**src/ifbus_pkg.sv**
```systemverilog
// shared types for the bus interface controller and its testbench
package ifbus_pkg;

	// the access the sequencer asks for
	// the encoding is one bit so it can travel next to the address
	typedef enum logic [0:0] {
		op_read  = 1'b0,
		op_write = 1'b1
	} bus_op_t;

	// how a bus transaction ended
	// res_ok is a positive answer (rok) from the addressed device
	// res_en is a negative answer (ren), the device refused the access
	// res_alarm means nobody answered before the no-answer timer ran out
	typedef enum logic [1:0] {
		res_ok    = 2'd0,
		res_en    = 2'd1,
		res_alarm = 2'd2
	} if_result_t;

	// the value 2'd3 is never produced by the controller
	// a sequencer that sees it on result is looking at a broken design

endpackage

```
**src/if_alarm_timer.sv**
```systemverilog
`timescale 1ns/1ps

// no-answer alarm for the bus interface
// the first counter stands in for the old delay line and the second one
// for the one-shot that stretched the alarm to a fixed length
module if_alarm_timer #(
	parameter int unsigned ALARM_DLY_TICKS = 12,
	parameter int unsigned ALARM_TICKS     = 4
) (
	input  logic ok_clk,
	input  logic zgi,
	input  logic bus_drv,
	input  logic rok,
	input  logic ren,
	output logic talarm
);

	localparam int unsigned DLY_W = $clog2(ALARM_DLY_TICKS + 1);
	localparam int unsigned PLS_W = $clog2(ALARM_TICKS + 1);
	localparam logic [DLY_W-1:0] DLY_LAST = DLY_W'(ALARM_DLY_TICKS - 1);
	localparam logic [PLS_W-1:0] PLS_LEN  = PLS_W'(ALARM_TICKS);

	logic [DLY_W-1:0] dly_cnt;
	logic [PLS_W-1:0] pls_cnt;
	logic             fired;
	logic             waiting;
	logic             expire;

	// granted bus with no answer on either line
	assign waiting = bus_drv & ~(rok | ren);

	// the last waiting cycle of the delay, taken only once per phase
	assign expire = waiting & ~fired & (dly_cnt == DLY_LAST);

	always_ff @(posedge ok_clk or negedge zgi) begin
		if (!zgi) begin
			dly_cnt <= '0;
			fired   <= 1'b0;
			pls_cnt <= '0;
		end else begin
			// any break in the waiting phase starts the delay over
			if (!waiting) begin
				dly_cnt <= '0;
				fired   <= 1'b0;
			end else if (expire) begin
				fired <= 1'b1;
			end else if (!fired) begin
				dly_cnt <= dly_cnt + 1'b1;
			end
			// the pulse runs down on its own once loaded
			// so it keeps its length even after zg has gone
			if (expire)
				pls_cnt <= PLS_LEN;
			else if (pls_cnt != '0)
				pls_cnt <= pls_cnt - 1'b1;
		end
	end

	assign talarm = (pls_cnt != '0);

endmodule

```
**src/if_data_path.sv**
```systemverilog
`timescale 1ns/1ps

// address and data side of the bus interface
// the request is latched when the controller takes a start
// and it stays stable on the bus for the whole access
module if_data_path #(
	parameter int unsigned ADDR_W = 16,
	parameter int unsigned DATA_W = 16
) (
	input  logic                ok_clk,
	input  logic                zgi,
	input  logic                start,
	input  logic                busy,
	input  ifbus_pkg::bus_op_t  op,
	input  logic [ADDR_W-1:0]   addr,
	input  logic [DATA_W-1:0]   wdata,
	input  logic                bus_drv,
	input  logic                capture,
	input  logic [DATA_W-1:0]   bus_rdata,
	output logic [ADDR_W-1:0]   bus_addr,
	output logic [DATA_W-1:0]   bus_wdata,
	output logic [DATA_W-1:0]   rdata
);
	import ifbus_pkg::*;

	bus_op_t           op_q;
	logic [ADDR_W-1:0] addr_q;
	logic [DATA_W-1:0] wdata_q;
	logic              accept;
	logic              drive_wdata;

	// the same condition the state machine uses to take a start
	assign accept = start & ~busy;

	// the operation decides what goes on the data lines
	always_ff @(posedge ok_clk or negedge zgi) begin
		if (!zgi)
			op_q <= op_read;
		else if (accept)
			op_q <= op;
	end

	always_ff @(posedge ok_clk) begin
		if (accept) begin
			addr_q  <= addr;
			wdata_q <= wdata;
		end
	end

	// read data is taken on the edge that accepts the answer
	// a negative answer also raises capture but a write never loads rdata
	always_ff @(posedge ok_clk) begin
		if (capture && op_q == op_read)
			rdata <= bus_rdata;
	end

	// the address simply follows the latched request
	assign bus_addr = addr_q;

	// write data is only put out while we own the bus for a write
	// otherwise the lines read as zero
	assign drive_wdata = bus_drv & (op_q == op_write);
	assign bus_wdata   = drive_wdata ? wdata_q : '0;

endmodule

```
**src/if_request_fsm.sv**
```systemverilog
`timescale 1ns/1ps

// control of the bus request for one processor
// the request zg is the OR of three terms as in the old flip-flop design
// the first term is the request itself, the second the atomic hold and the third the answer
// that still persists after the access is over
module if_request_fsm (
	input  logic                  ok_clk,
	input  logic                  zgi,
	input  logic                  start,
	input  logic                  hold,
	input  logic                  zw,
	input  logic                  rok,
	input  logic                  ren,
	input  logic                  talarm,
	output logic                  zg,
	output logic                  busy,
	output logic                  bus_drv,
	output logic                  done,
	output ifbus_pkg::if_result_t result,
	output logic                  capture
);
	import ifbus_pkg::*;

	// idle and held are the two states where a new start is taken
	localparam logic [2:0] S_IDLE    = 3'd0;
	localparam logic [2:0] S_REQUEST = 3'd1;
	localparam logic [2:0] S_WAIT    = 3'd2;
	localparam logic [2:0] S_FINISH  = 3'd3;
	localparam logic [2:0] S_RELEASE = 3'd4;
	localparam logic [2:0] S_HELD    = 3'd5;

	logic [2:0] state;
	logic [2:0] state_nxt;
	logic       hold_q;
	logic       armed;
	logic       talarm_q;
	logic       alarm_rise;
	logic       oken;
	logic       accept;
	logic       req_on;
	logic       hold_on;
	logic       ans_persist;

	assign oken   = rok | ren;
	assign accept = start & ~busy;

	// the pulse may still be running from the previous transaction
	// so only its rising edge ends an access
	assign alarm_rise = talarm & ~talarm_q;

	// the three terms of the request
	assign req_on      = (state == S_WAIT) | (state == S_FINISH);
	assign hold_on     = (state == S_HELD);
	assign ans_persist = (state == S_RELEASE);
	assign zg          = req_on | hold_on | ans_persist;

	// the request state already counts as busy so a second start cannot slip in
	// before zg is up
	assign busy    = state inside {S_REQUEST, S_WAIT, S_FINISH, S_RELEASE};
	assign bus_drv = zg & zw;
	assign done    = (state == S_FINISH);

	// an answer is only taken when it is fresh
	// after an atomic first half the device must first drop its old answer
	assign capture = (state == S_WAIT) & zw & oken & armed & ~alarm_rise;

	always_comb begin
		state_nxt = state;
		case (state)
			S_IDLE: begin
				if (accept)
					state_nxt = S_REQUEST;
			end
			// one cycle for the latched request to settle before zg goes out
			S_REQUEST: state_nxt = S_WAIT;
			S_WAIT: begin
				if (alarm_rise | capture)
					state_nxt = S_FINISH;
			end
			S_FINISH: begin
				// an alarm drops the bus at once, whatever the hold flag says
				if (result == res_alarm)
					state_nxt = S_IDLE;
				else if (hold_q)
					state_nxt = S_HELD;
				else if (oken)
					state_nxt = S_RELEASE;
				else
					state_nxt = S_IDLE;
			end
			// zg stays up until the device has let go of its answer line
			S_RELEASE: begin
				if (!oken)
					state_nxt = S_IDLE;
			end
			S_HELD: begin
				// the bus is still granted so the second half skips the request cycle
				// an alarm during the same edge ends that second half straight away
				if (accept & alarm_rise)
					state_nxt = S_FINISH;
				else if (accept)
					state_nxt = S_WAIT;
				else if (alarm_rise)
					state_nxt = S_IDLE;
			end
			default: state_nxt = S_IDLE;
		endcase
	end

	always_ff @(posedge ok_clk or negedge zgi) begin
		if (!zgi) begin
			state    <= S_IDLE;
			hold_q   <= 1'b0;
			armed    <= 1'b1;
			talarm_q <= 1'b0;
			result   <= res_ok;
		end else begin
			state    <= state_nxt;
			talarm_q <= talarm;
			// every accepted access sets or clears the hold, so a plain one ends it
			if (accept)
				hold_q <= hold;
			// the device showed a low answer line, so its next answer is a new one
			if (capture)
				armed <= 1'b0;
			else if (!oken)
				armed <= 1'b1;
			if ((state == S_WAIT || (state == S_HELD && accept)) && alarm_rise)
				result <= res_alarm;
			else if (capture)
				result <= rok ? res_ok : res_en;
		end
	end

endmodule

```
**src/ifbus_top.sv**
```systemverilog
`timescale 1ns/1ps

// bus interface controller between the instruction sequencer and the system bus
// it only connects the request FSM, the alarm timer and the data path
module ifbus_top #(
	parameter int unsigned ADDR_W          = 16,
	parameter int unsigned DATA_W          = 16,
	parameter int unsigned ALARM_DLY_TICKS = 12,
	parameter int unsigned ALARM_TICKS     = 4
) (
	input  logic                  ok_clk,
	input  logic                  zgi,
	// sequencer side
	input  logic                  start,
	input  ifbus_pkg::bus_op_t    op,
	input  logic [ADDR_W-1:0]     addr,
	input  logic [DATA_W-1:0]     wdata,
	input  logic                  hold,
	output logic                  busy,
	output logic                  done,
	output ifbus_pkg::if_result_t result,
	output logic [DATA_W-1:0]     rdata,
	// system bus side
	output logic                  zg,
	input  logic                  zw,
	input  logic                  rok,
	input  logic                  ren,
	output logic                  bus_drv,
	output logic [ADDR_W-1:0]     bus_addr,
	output logic [DATA_W-1:0]     bus_wdata,
	input  logic [DATA_W-1:0]     bus_rdata,
	output logic                  talarm
);

	// tells the data path on which edge the answer is taken
	logic capture;

	if_request_fsm u_fsm (
		.ok_clk  (ok_clk),
		.zgi     (zgi),
		.start   (start),
		.hold    (hold),
		.zw      (zw),
		.rok     (rok),
		.ren     (ren),
		.talarm  (talarm),
		.zg      (zg),
		.busy    (busy),
		.bus_drv (bus_drv),
		.done    (done),
		.result  (result),
		.capture (capture)
	);

	if_alarm_timer #(
		.ALARM_DLY_TICKS (ALARM_DLY_TICKS),
		.ALARM_TICKS     (ALARM_TICKS)
	) u_alarm (
		.ok_clk  (ok_clk),
		.zgi     (zgi),
		.bus_drv (bus_drv),
		.rok     (rok),
		.ren     (ren),
		.talarm  (talarm)
	);

	if_data_path #(
		.ADDR_W (ADDR_W),
		.DATA_W (DATA_W)
	) u_data (
		.ok_clk    (ok_clk),
		.zgi       (zgi),
		.start     (start),
		.busy      (busy),
		.op        (op),
		.addr      (addr),
		.wdata     (wdata),
		.bus_drv   (bus_drv),
		.capture   (capture),
		.bus_rdata (bus_rdata),
		.bus_addr  (bus_addr),
		.bus_wdata (bus_wdata),
		.rdata     (rdata)
	);

endmodule
```
**config.mk**
```make
export PLATFORM = sky130hd
export DESIGN_NAME = ifbus_top
export DESIGN_NICKNAME = d
export VERILOG_FILES = /design/src/ifbus_pkg.sv /design/src/if_alarm_timer.sv /design/src/if_data_path.sv /design/src/if_request_fsm.sv /design/src/ifbus_top.sv
export SDC_FILE = /design/constraint.sdc
export NUM_CORES = 1
export LEC_CHECK = 0
export ABC_AREA = 0
export BUFFER_PORTS_ARGS = -buffer_cell sky130_fd_sc_hd__clkbuf_2
export CAP_MARGIN = 10
export CORE_UTILIZATION = 30
export CTS_CLUSTER_DIAMETER = 150
export DETAILED_ROUTE_END_ITERATION = 6
export PLACE_DENSITY_LB_ADDON = 0.2
export SLEW_MARGIN = 20
export SYNTH_ARGS = -nofsm -noshare
export SYNTH_HDL_FRONTEND = slang
export SYNTH_SLANG_ARGS = --single-unit
```
**constraint.sdc**
```tcl
create_clock -name ok_clk -period 2.14 [get_ports ok_clk]
set_input_delay 0 -clock ok_clk [delete_from_list [all_inputs] [get_ports ok_clk]]
set_output_delay 0 -clock ok_clk [all_outputs]
set_load 0.005 [all_outputs]
```
After elaboration in Yosys (flattened, before gate mapping):

Index checks and enable logic that the tools add are counted.

* eq/ne operators: 15
* reduce and logical (&&, ||, !) cells: 11
* add/sub/neg operators: 2
* mux-type cells: 23
* bitwise logic cells: 23

Operator list (number)
* 3-bit 2-to-1 mux: 11
* 3-bit one-hot mux with 6 select lines: 1
* 16-bit 2-to-1 mux: 1
* 1-bit bitwise AND: 12
* 4-bit 2-to-1 mux: 3
* 2-bit != test (second input constant): 5
* 3-bit by 2-bit equality test with 1-bit output (second input constant): 2
* 3-bit equality test (second input constant): 2
* 1-bit inverter: 6
* 1-bit 2-to-1 mux: 5
* 1-bit bitwise OR: 5
* 4-bit by 1-bit adder with 4-bit output (second input constant): 1
* 4-bit equality test (second input constant): 1
* 2-bit 2-to-1 mux: 2
* 2-bit by 1-bit != test with 1-bit output (second input constant): 2
* 4-bit by 2-bit != test with 1-bit output (second input constant): 1
* 4-bit AND reduction: 1
* 2-bit nonzero test: 2
* 4-bit nonzero test: 1
* 3-bit by 1-bit equality test with 1-bit output (second input constant): 1
* 1-bit logical AND: 3
* 3-bit zero test: 1
* 3-bit nonzero test: 1
* 3-bit by 1-bit subtractor with 3-bit output (second input constant): 1
* other kinds (3): 3

* register bits: 65
* input bits: 56
* logic and storage cells: 86
* output and inout port bits: 55

Logic depth before layout (Yosys ltp):

* depth in word-level cells: 10
* depth in mapped cells: 7
* depth with buffers taken out: 6

Hierarchy:

A second synthesis with hierarchy kept.

* cell total of the unflattened synthesis: 163
* area total of the unflattened synthesis: 2538.7 um^2

By module, submodules not included
* if_data_path: instances 1, seq. area each 1466.4 um^2, cells each 70, area each 1626.6 um^2
* if_request_fsm: instances 1, seq. area each 201.4 um^2, cells each 52, area each 496.7 um^2
* if_alarm_timer: instances 1, seq. area each 200.2 um^2, cells each 41, area each 415.4 um^2

Least setup slack after synthesis:

OpenSTA, ideal clock, no wires.

* path kind: register -> register
* from: register u_alarm.pls_cnt[0]
* to: register u_data.rdata[0] (enable)
* library setup time: 0.388 ns
* stages on the path, launching flop included: 7
* arrival time: 1.801 ns
* clock period less this slack: 2.190 ns
* buffers on the path: 1
* data required time: 1.752 ns
* slack: -0.050 ns
* cells stage by stage: dfrtp_1 > inv_1 > ha_1 > nor2b_1 > clkbuf_1 > o211ai_2 > nor2_1

* word-level cells in the longest chain between the ends: 5

RTL lines
* from (decl): line if_alarm_timer.sv:24 `logic [PLS_W-1:0] pls_cnt;`
* from (signal assigned): line if_alarm_timer.sv:55 `pls_cnt <= pls_cnt - 1'b1;`
* 3-bit nonzero test: line if_alarm_timer.sv:59 `assign talarm = (pls_cnt != '0);`
* 1-bit bitwise AND: line if_request_fsm.sv:50 `assign alarm_rise = talarm & ~talarm_q;`
* 1-bit inverter: line if_request_fsm.sv:66 `assign capture = (state == S_WAIT) & zw & oken & armed & ~alarm_rise;`
* 1-bit bitwise AND: line if_request_fsm.sv:66
* 1-bit logical AND: line if_data_path.sv:53 `if (capture && op_q == op_read)`
* to (signal assigned): line if_data_path.sv:54 `rdata <= bus_rdata;`
* to (decl): line if_data_path.sv:22 `output logic [DATA_W-1:0] rdata`

No other way between the ends.
A chain may end at the register's enable or synchronous reset.

Worst setup path in the final report:

* from: register u_fsm.state[2]
* to: output bus_wdata[4]

* word-level cells in the longest chain between the ends: 7
* elaborated cells on any way between the ends: 10
* classes of those cells: 4 x eq/ne; 1 x mux; 5 x bitwise

RTL lines
* from (decl): line if_request_fsm.sv:33 `logic [2:0] state;`
* from (signal assigned): line if_request_fsm.sv:119 `state <= state_nxt;`
* 3-bit by 2-bit equality test with 1-bit output: line if_request_fsm.sv:53 `assign req_on = (state == S_WAIT) | (state == S_FINISH);`
* 1-bit bitwise OR: line if_request_fsm.sv:53
* 1-bit bitwise OR: line if_request_fsm.sv:56 `assign zg = req_on | hold_on | ans_persist;`
* 1-bit bitwise OR *: line if_request_fsm.sv:56
* 1-bit bitwise AND *: line if_request_fsm.sv:61 `assign bus_drv = zg & zw;`
* 1-bit bitwise AND *: line if_data_path.sv:62 `assign drive_wdata = bus_drv & (op_q == op_write);`
* 16-bit 2-to-1 mux *: line if_data_path.sv:63 `assign bus_wdata = drive_wdata ? wdata_q : '0;`
* to (decl): line ifbus_top.sv:30 `output logic [DATA_W-1:0] bus_wdata,`

Mark *: on every way between the ends. The rest lies on a longest branch, timed or not.

==> run_results.csv <==
group,metric,value,unit
sta,rsz0062_at_grt,"no",
cts,h-tree-depth,3,
routing,vias,1851,
setup_path,cp-end-kind,"output port",
floorplan,die_w,93.4,um
sta,drv_slew,0,
synthesis,syn_avg_cell_area,15.9,sq um
run,max_cap_viol_count,0,
cells_and_area,diodes,0,
synthesis,ys_top_cells_by_area,"edfxtp_1, dfrtp_1, and2_1",
cts,clk_latency,0.34,ns
sta,tightest_slew,0.507,ns
cts,cts_buffers,9,
global_routing,grt_pass1_wl,9000,um
pwr,power_density,952,nW/um^2
setup_path,crit_type,"register to output port",
pwr,p_leak,1.74,nW
synthesis,synth-warning-count,0,
sta,setup_violations,0,
place,dpl.hpwl,3940,um
pwr,pwr-share-comb,0.242,
routing,drtIter0Drc,36,
sta,fmax,536,MHz
cells_and_area,final_nets,392,
cts,post-cts-setup-buffer-count,0,
pwr,cellInternalPower,2.69,mW
synthesis,syn_inst,158,
floorplan,pin_count,111,
place,place_congestion,0.809,
routing,viasPerCell,4.21,
global_routing,grt_use_total,0.144,
place,dpl_cell_area,3200,sq um
routing,wl_per_cell,13.3,um
place,place_ws,0.485,ns
sta,max_slew_margin,0.661,
sta,finalCriticalPeriod,1.87,ns
floorplan,core,7890,sq um
sta,fin_worst_skew,0.00642,ns
place,portBuffers,110,
cts,cts_hold_buffers,54,
synthesis,synth_area,2500,sq um
synthesis,synth_nets,217,
cells_and_area,layout.cells.most_common,"clkbuf_2",
synthesis,yosysSeqAreaShare,0.746,
cts,cts.sinks,65,
global_routing,antenna_found_initial,0,
min_path,hold_path.class,"input pin to register",
floorplan,fp.dieH,93.4,um
floorplan,start_util,0.318,
sta,timing.final.crit_share,0.872,
synthesis,synth_top_area_cell,"edfxtp_1",
floorplan,rows,32,
pwr,p_switching,1.05,mW
setup_path,cp_max_fo,16,
global_routing,first_global_vias,1837,
cells_and_area,post-route-cell-area,3930,sq um
pwr,switching_share,0.280,
synthesis,synth_top_area_frac,0.575,
pwr,power_frac_clock,0.266,
synthesis,synth_cell_types,40,
cells_and_area,final_cell_mix,"clkbuf_2, dlygate4sd3_1, edfxtp_1",
global_routing,grt_max_degree,33,
cells_and_area,area_growth,56.8,%
routing,final_antenna_net_count,0,
setup_path,crit_path_start_kind,"register",
setup_path,worstPathRequired,2.14,ns
cts,clk_pin_slew,0.07,ns
routing,drc,0,
pwr,power_frac_seq,0.492,
sta,layout_setup_ws,0.273,ns
setup_path,arrival,1.87,ns
routing,firstDrtPassIters,4,
cts,clk_path_buf_depth,2,
sta,finalHoldViolations,0,
cells_and_area,final_layout_size_suffix_gt1_frac,0.417,
pwr,ir_worst_vdd,0.329,mV
cts,cts_tree,"done",
cts,cts.repair.resized,0,
cts,cts_root_buffer,"clkbuf_8",
run_status,outcome,"finished, final reports clean",
sta,finalSetupTns,0,ns
routing,wirelength,5850,um
global_routing,overflow,0,
synthesis,ys_ff_latch,65,
floorplan,fp.dieArea,8720,sq um
==> through the flow <==
step | utilization | hold WS (ns) | std cells | total power, mW
2_1_floorplan | - | -0.296 | 158 | 2.29
6_report | 0.498 | 0.0310 | 440 | 3.74
3_3_place_gp | 0.406 | -0.0354 | 370 | 2.70
3_5_place_dp | 0.406 | -0.0266 | 370 | 2.71
5_1_grt | 0.498 | 0.0271 | 440 | 3.97
4_1_cts | 0.498 | 0.0126 | 440 | 3.80
==> cell usage after synthesis <==
cell type and number:
xnor2_1 4, nor3_1 3, a31oi_1 2, buf_6 1
nor4_4 1, or2_2 1, a21o_1 4, nand4b_1 1
o211ai_2 1, nor3b_4 1, and2b_2 1, buf_2 1
nor2_1 11, o211ai_1 1, o211a_1 1, a211o_1 1
mux2_2 2, a21oi_1 2, ha_1 3, nor4_1 1
nand3_1 1, xor2_1 1, mux2i_1 1, dfstp_2 1
and3_2 2, o21ai_0 5, inv_1 7, nor2b_1 3
nand2b_1 2, nand3_4 1, nand2_1 5, and2_2 1
o2111ai_1 1, o22ai_1 1, and2_1 16, dfrtp_1 16
clkbuf_1 1, edfxtp_1 48, xor2_2 1, a211oi_1 1
==> cell type report <==
cell class	count	area, sq um
clock inverters	6	58.8
multi-input cells	83	593
flip-flops and latches	65	1870
fillers	707	3960
inverters	7	26.3
well taps	102	128
clock buffers	10	128
repair buffers	167	1130
==> sequential cells by signal, summed over array words and instances, names as in the netlist <==
signal,cells
u_data.rdata,16
u_fsm.result,2
u_fsm.state,3
u_data.wdata_q,16
u_alarm.dly_cnt,4
u_data.bus_addr,16
u_fsm.talarm_q,1
u_alarm.fired,1
u_fsm.hold_q,1
u_data.op_q,1
u_fsm.armed,1
u_alarm.pls_cnt,3
==> power by group through the flow <==
| stage | Sequential [mW] | Combinational, mW | Clock, mW |
|---|---|---|---|
| after floorplan | 1.85 | 0.443 | 0 |
| after global placement | 1.86 | 0.844 | 0 |
| after detailed placement | 1.86 | 0.845 | 0 |
| after CTS | 1.84 | 0.925 | 1.03 |
| after global routing | 1.87 | 1.00 | 1.09 |
| final | 1.84 | 0.903 | 0.995 |
==> logic make-up after synthesis <==
group / Yosys count / synth area share
AO/OA/AOI/OAI: 20 / 0.0554
XOR/XNOR: 6 / 0.0240
adder cells (fa/ha/maj): 3 / 0.0150
buffers and inverters: 10 / 0.0185
flip-flops: 65 / 0.746
multiplexers: 3 / 0.0130
AND/OR/NAND/NOR: 51 / 0.128
==> worst max-delay path, cell delays in order, from the launching register on <==
cell and delay (ns):
dfrtp_1 0.58, xor2_2 0.29, and3_2 0.37, and2_1 0.17
clkbuf_2 0.11
==> layer usage <==
layer	share of wire	GRT usage	vias up
met5	0	0	-
met3	0.060	0.0463	11
met4	0.021	0.0936	0
met1	0.41	0.159	856
met2	0.51	0.239	69
li1	-	-	915
==> final timing paths <==
| path | to | depth (start not counted) | start | slack, ns |
|---|---|---|---|---|
| max | bus_wdata[4] | 4 | u_fsm.state[2] | 0.27 |
| min | u_fsm.armed | 3 | ren | 0.03 |
| max reg2reg | u_data.rdata[10] | 6 | u_alarm.pls_cnt[0] | 0.48 |
| min reg2reg | u_fsm.armed | 1 | u_fsm.armed | 0.51 |
| max in group asynchronous | u_fsm.armed | 2 | zgi | 1.67 |
| min in group asynchronous | u_fsm.result[0] | 2 | zgi | 0.13 |
Power figures use the tool's default switching activity.
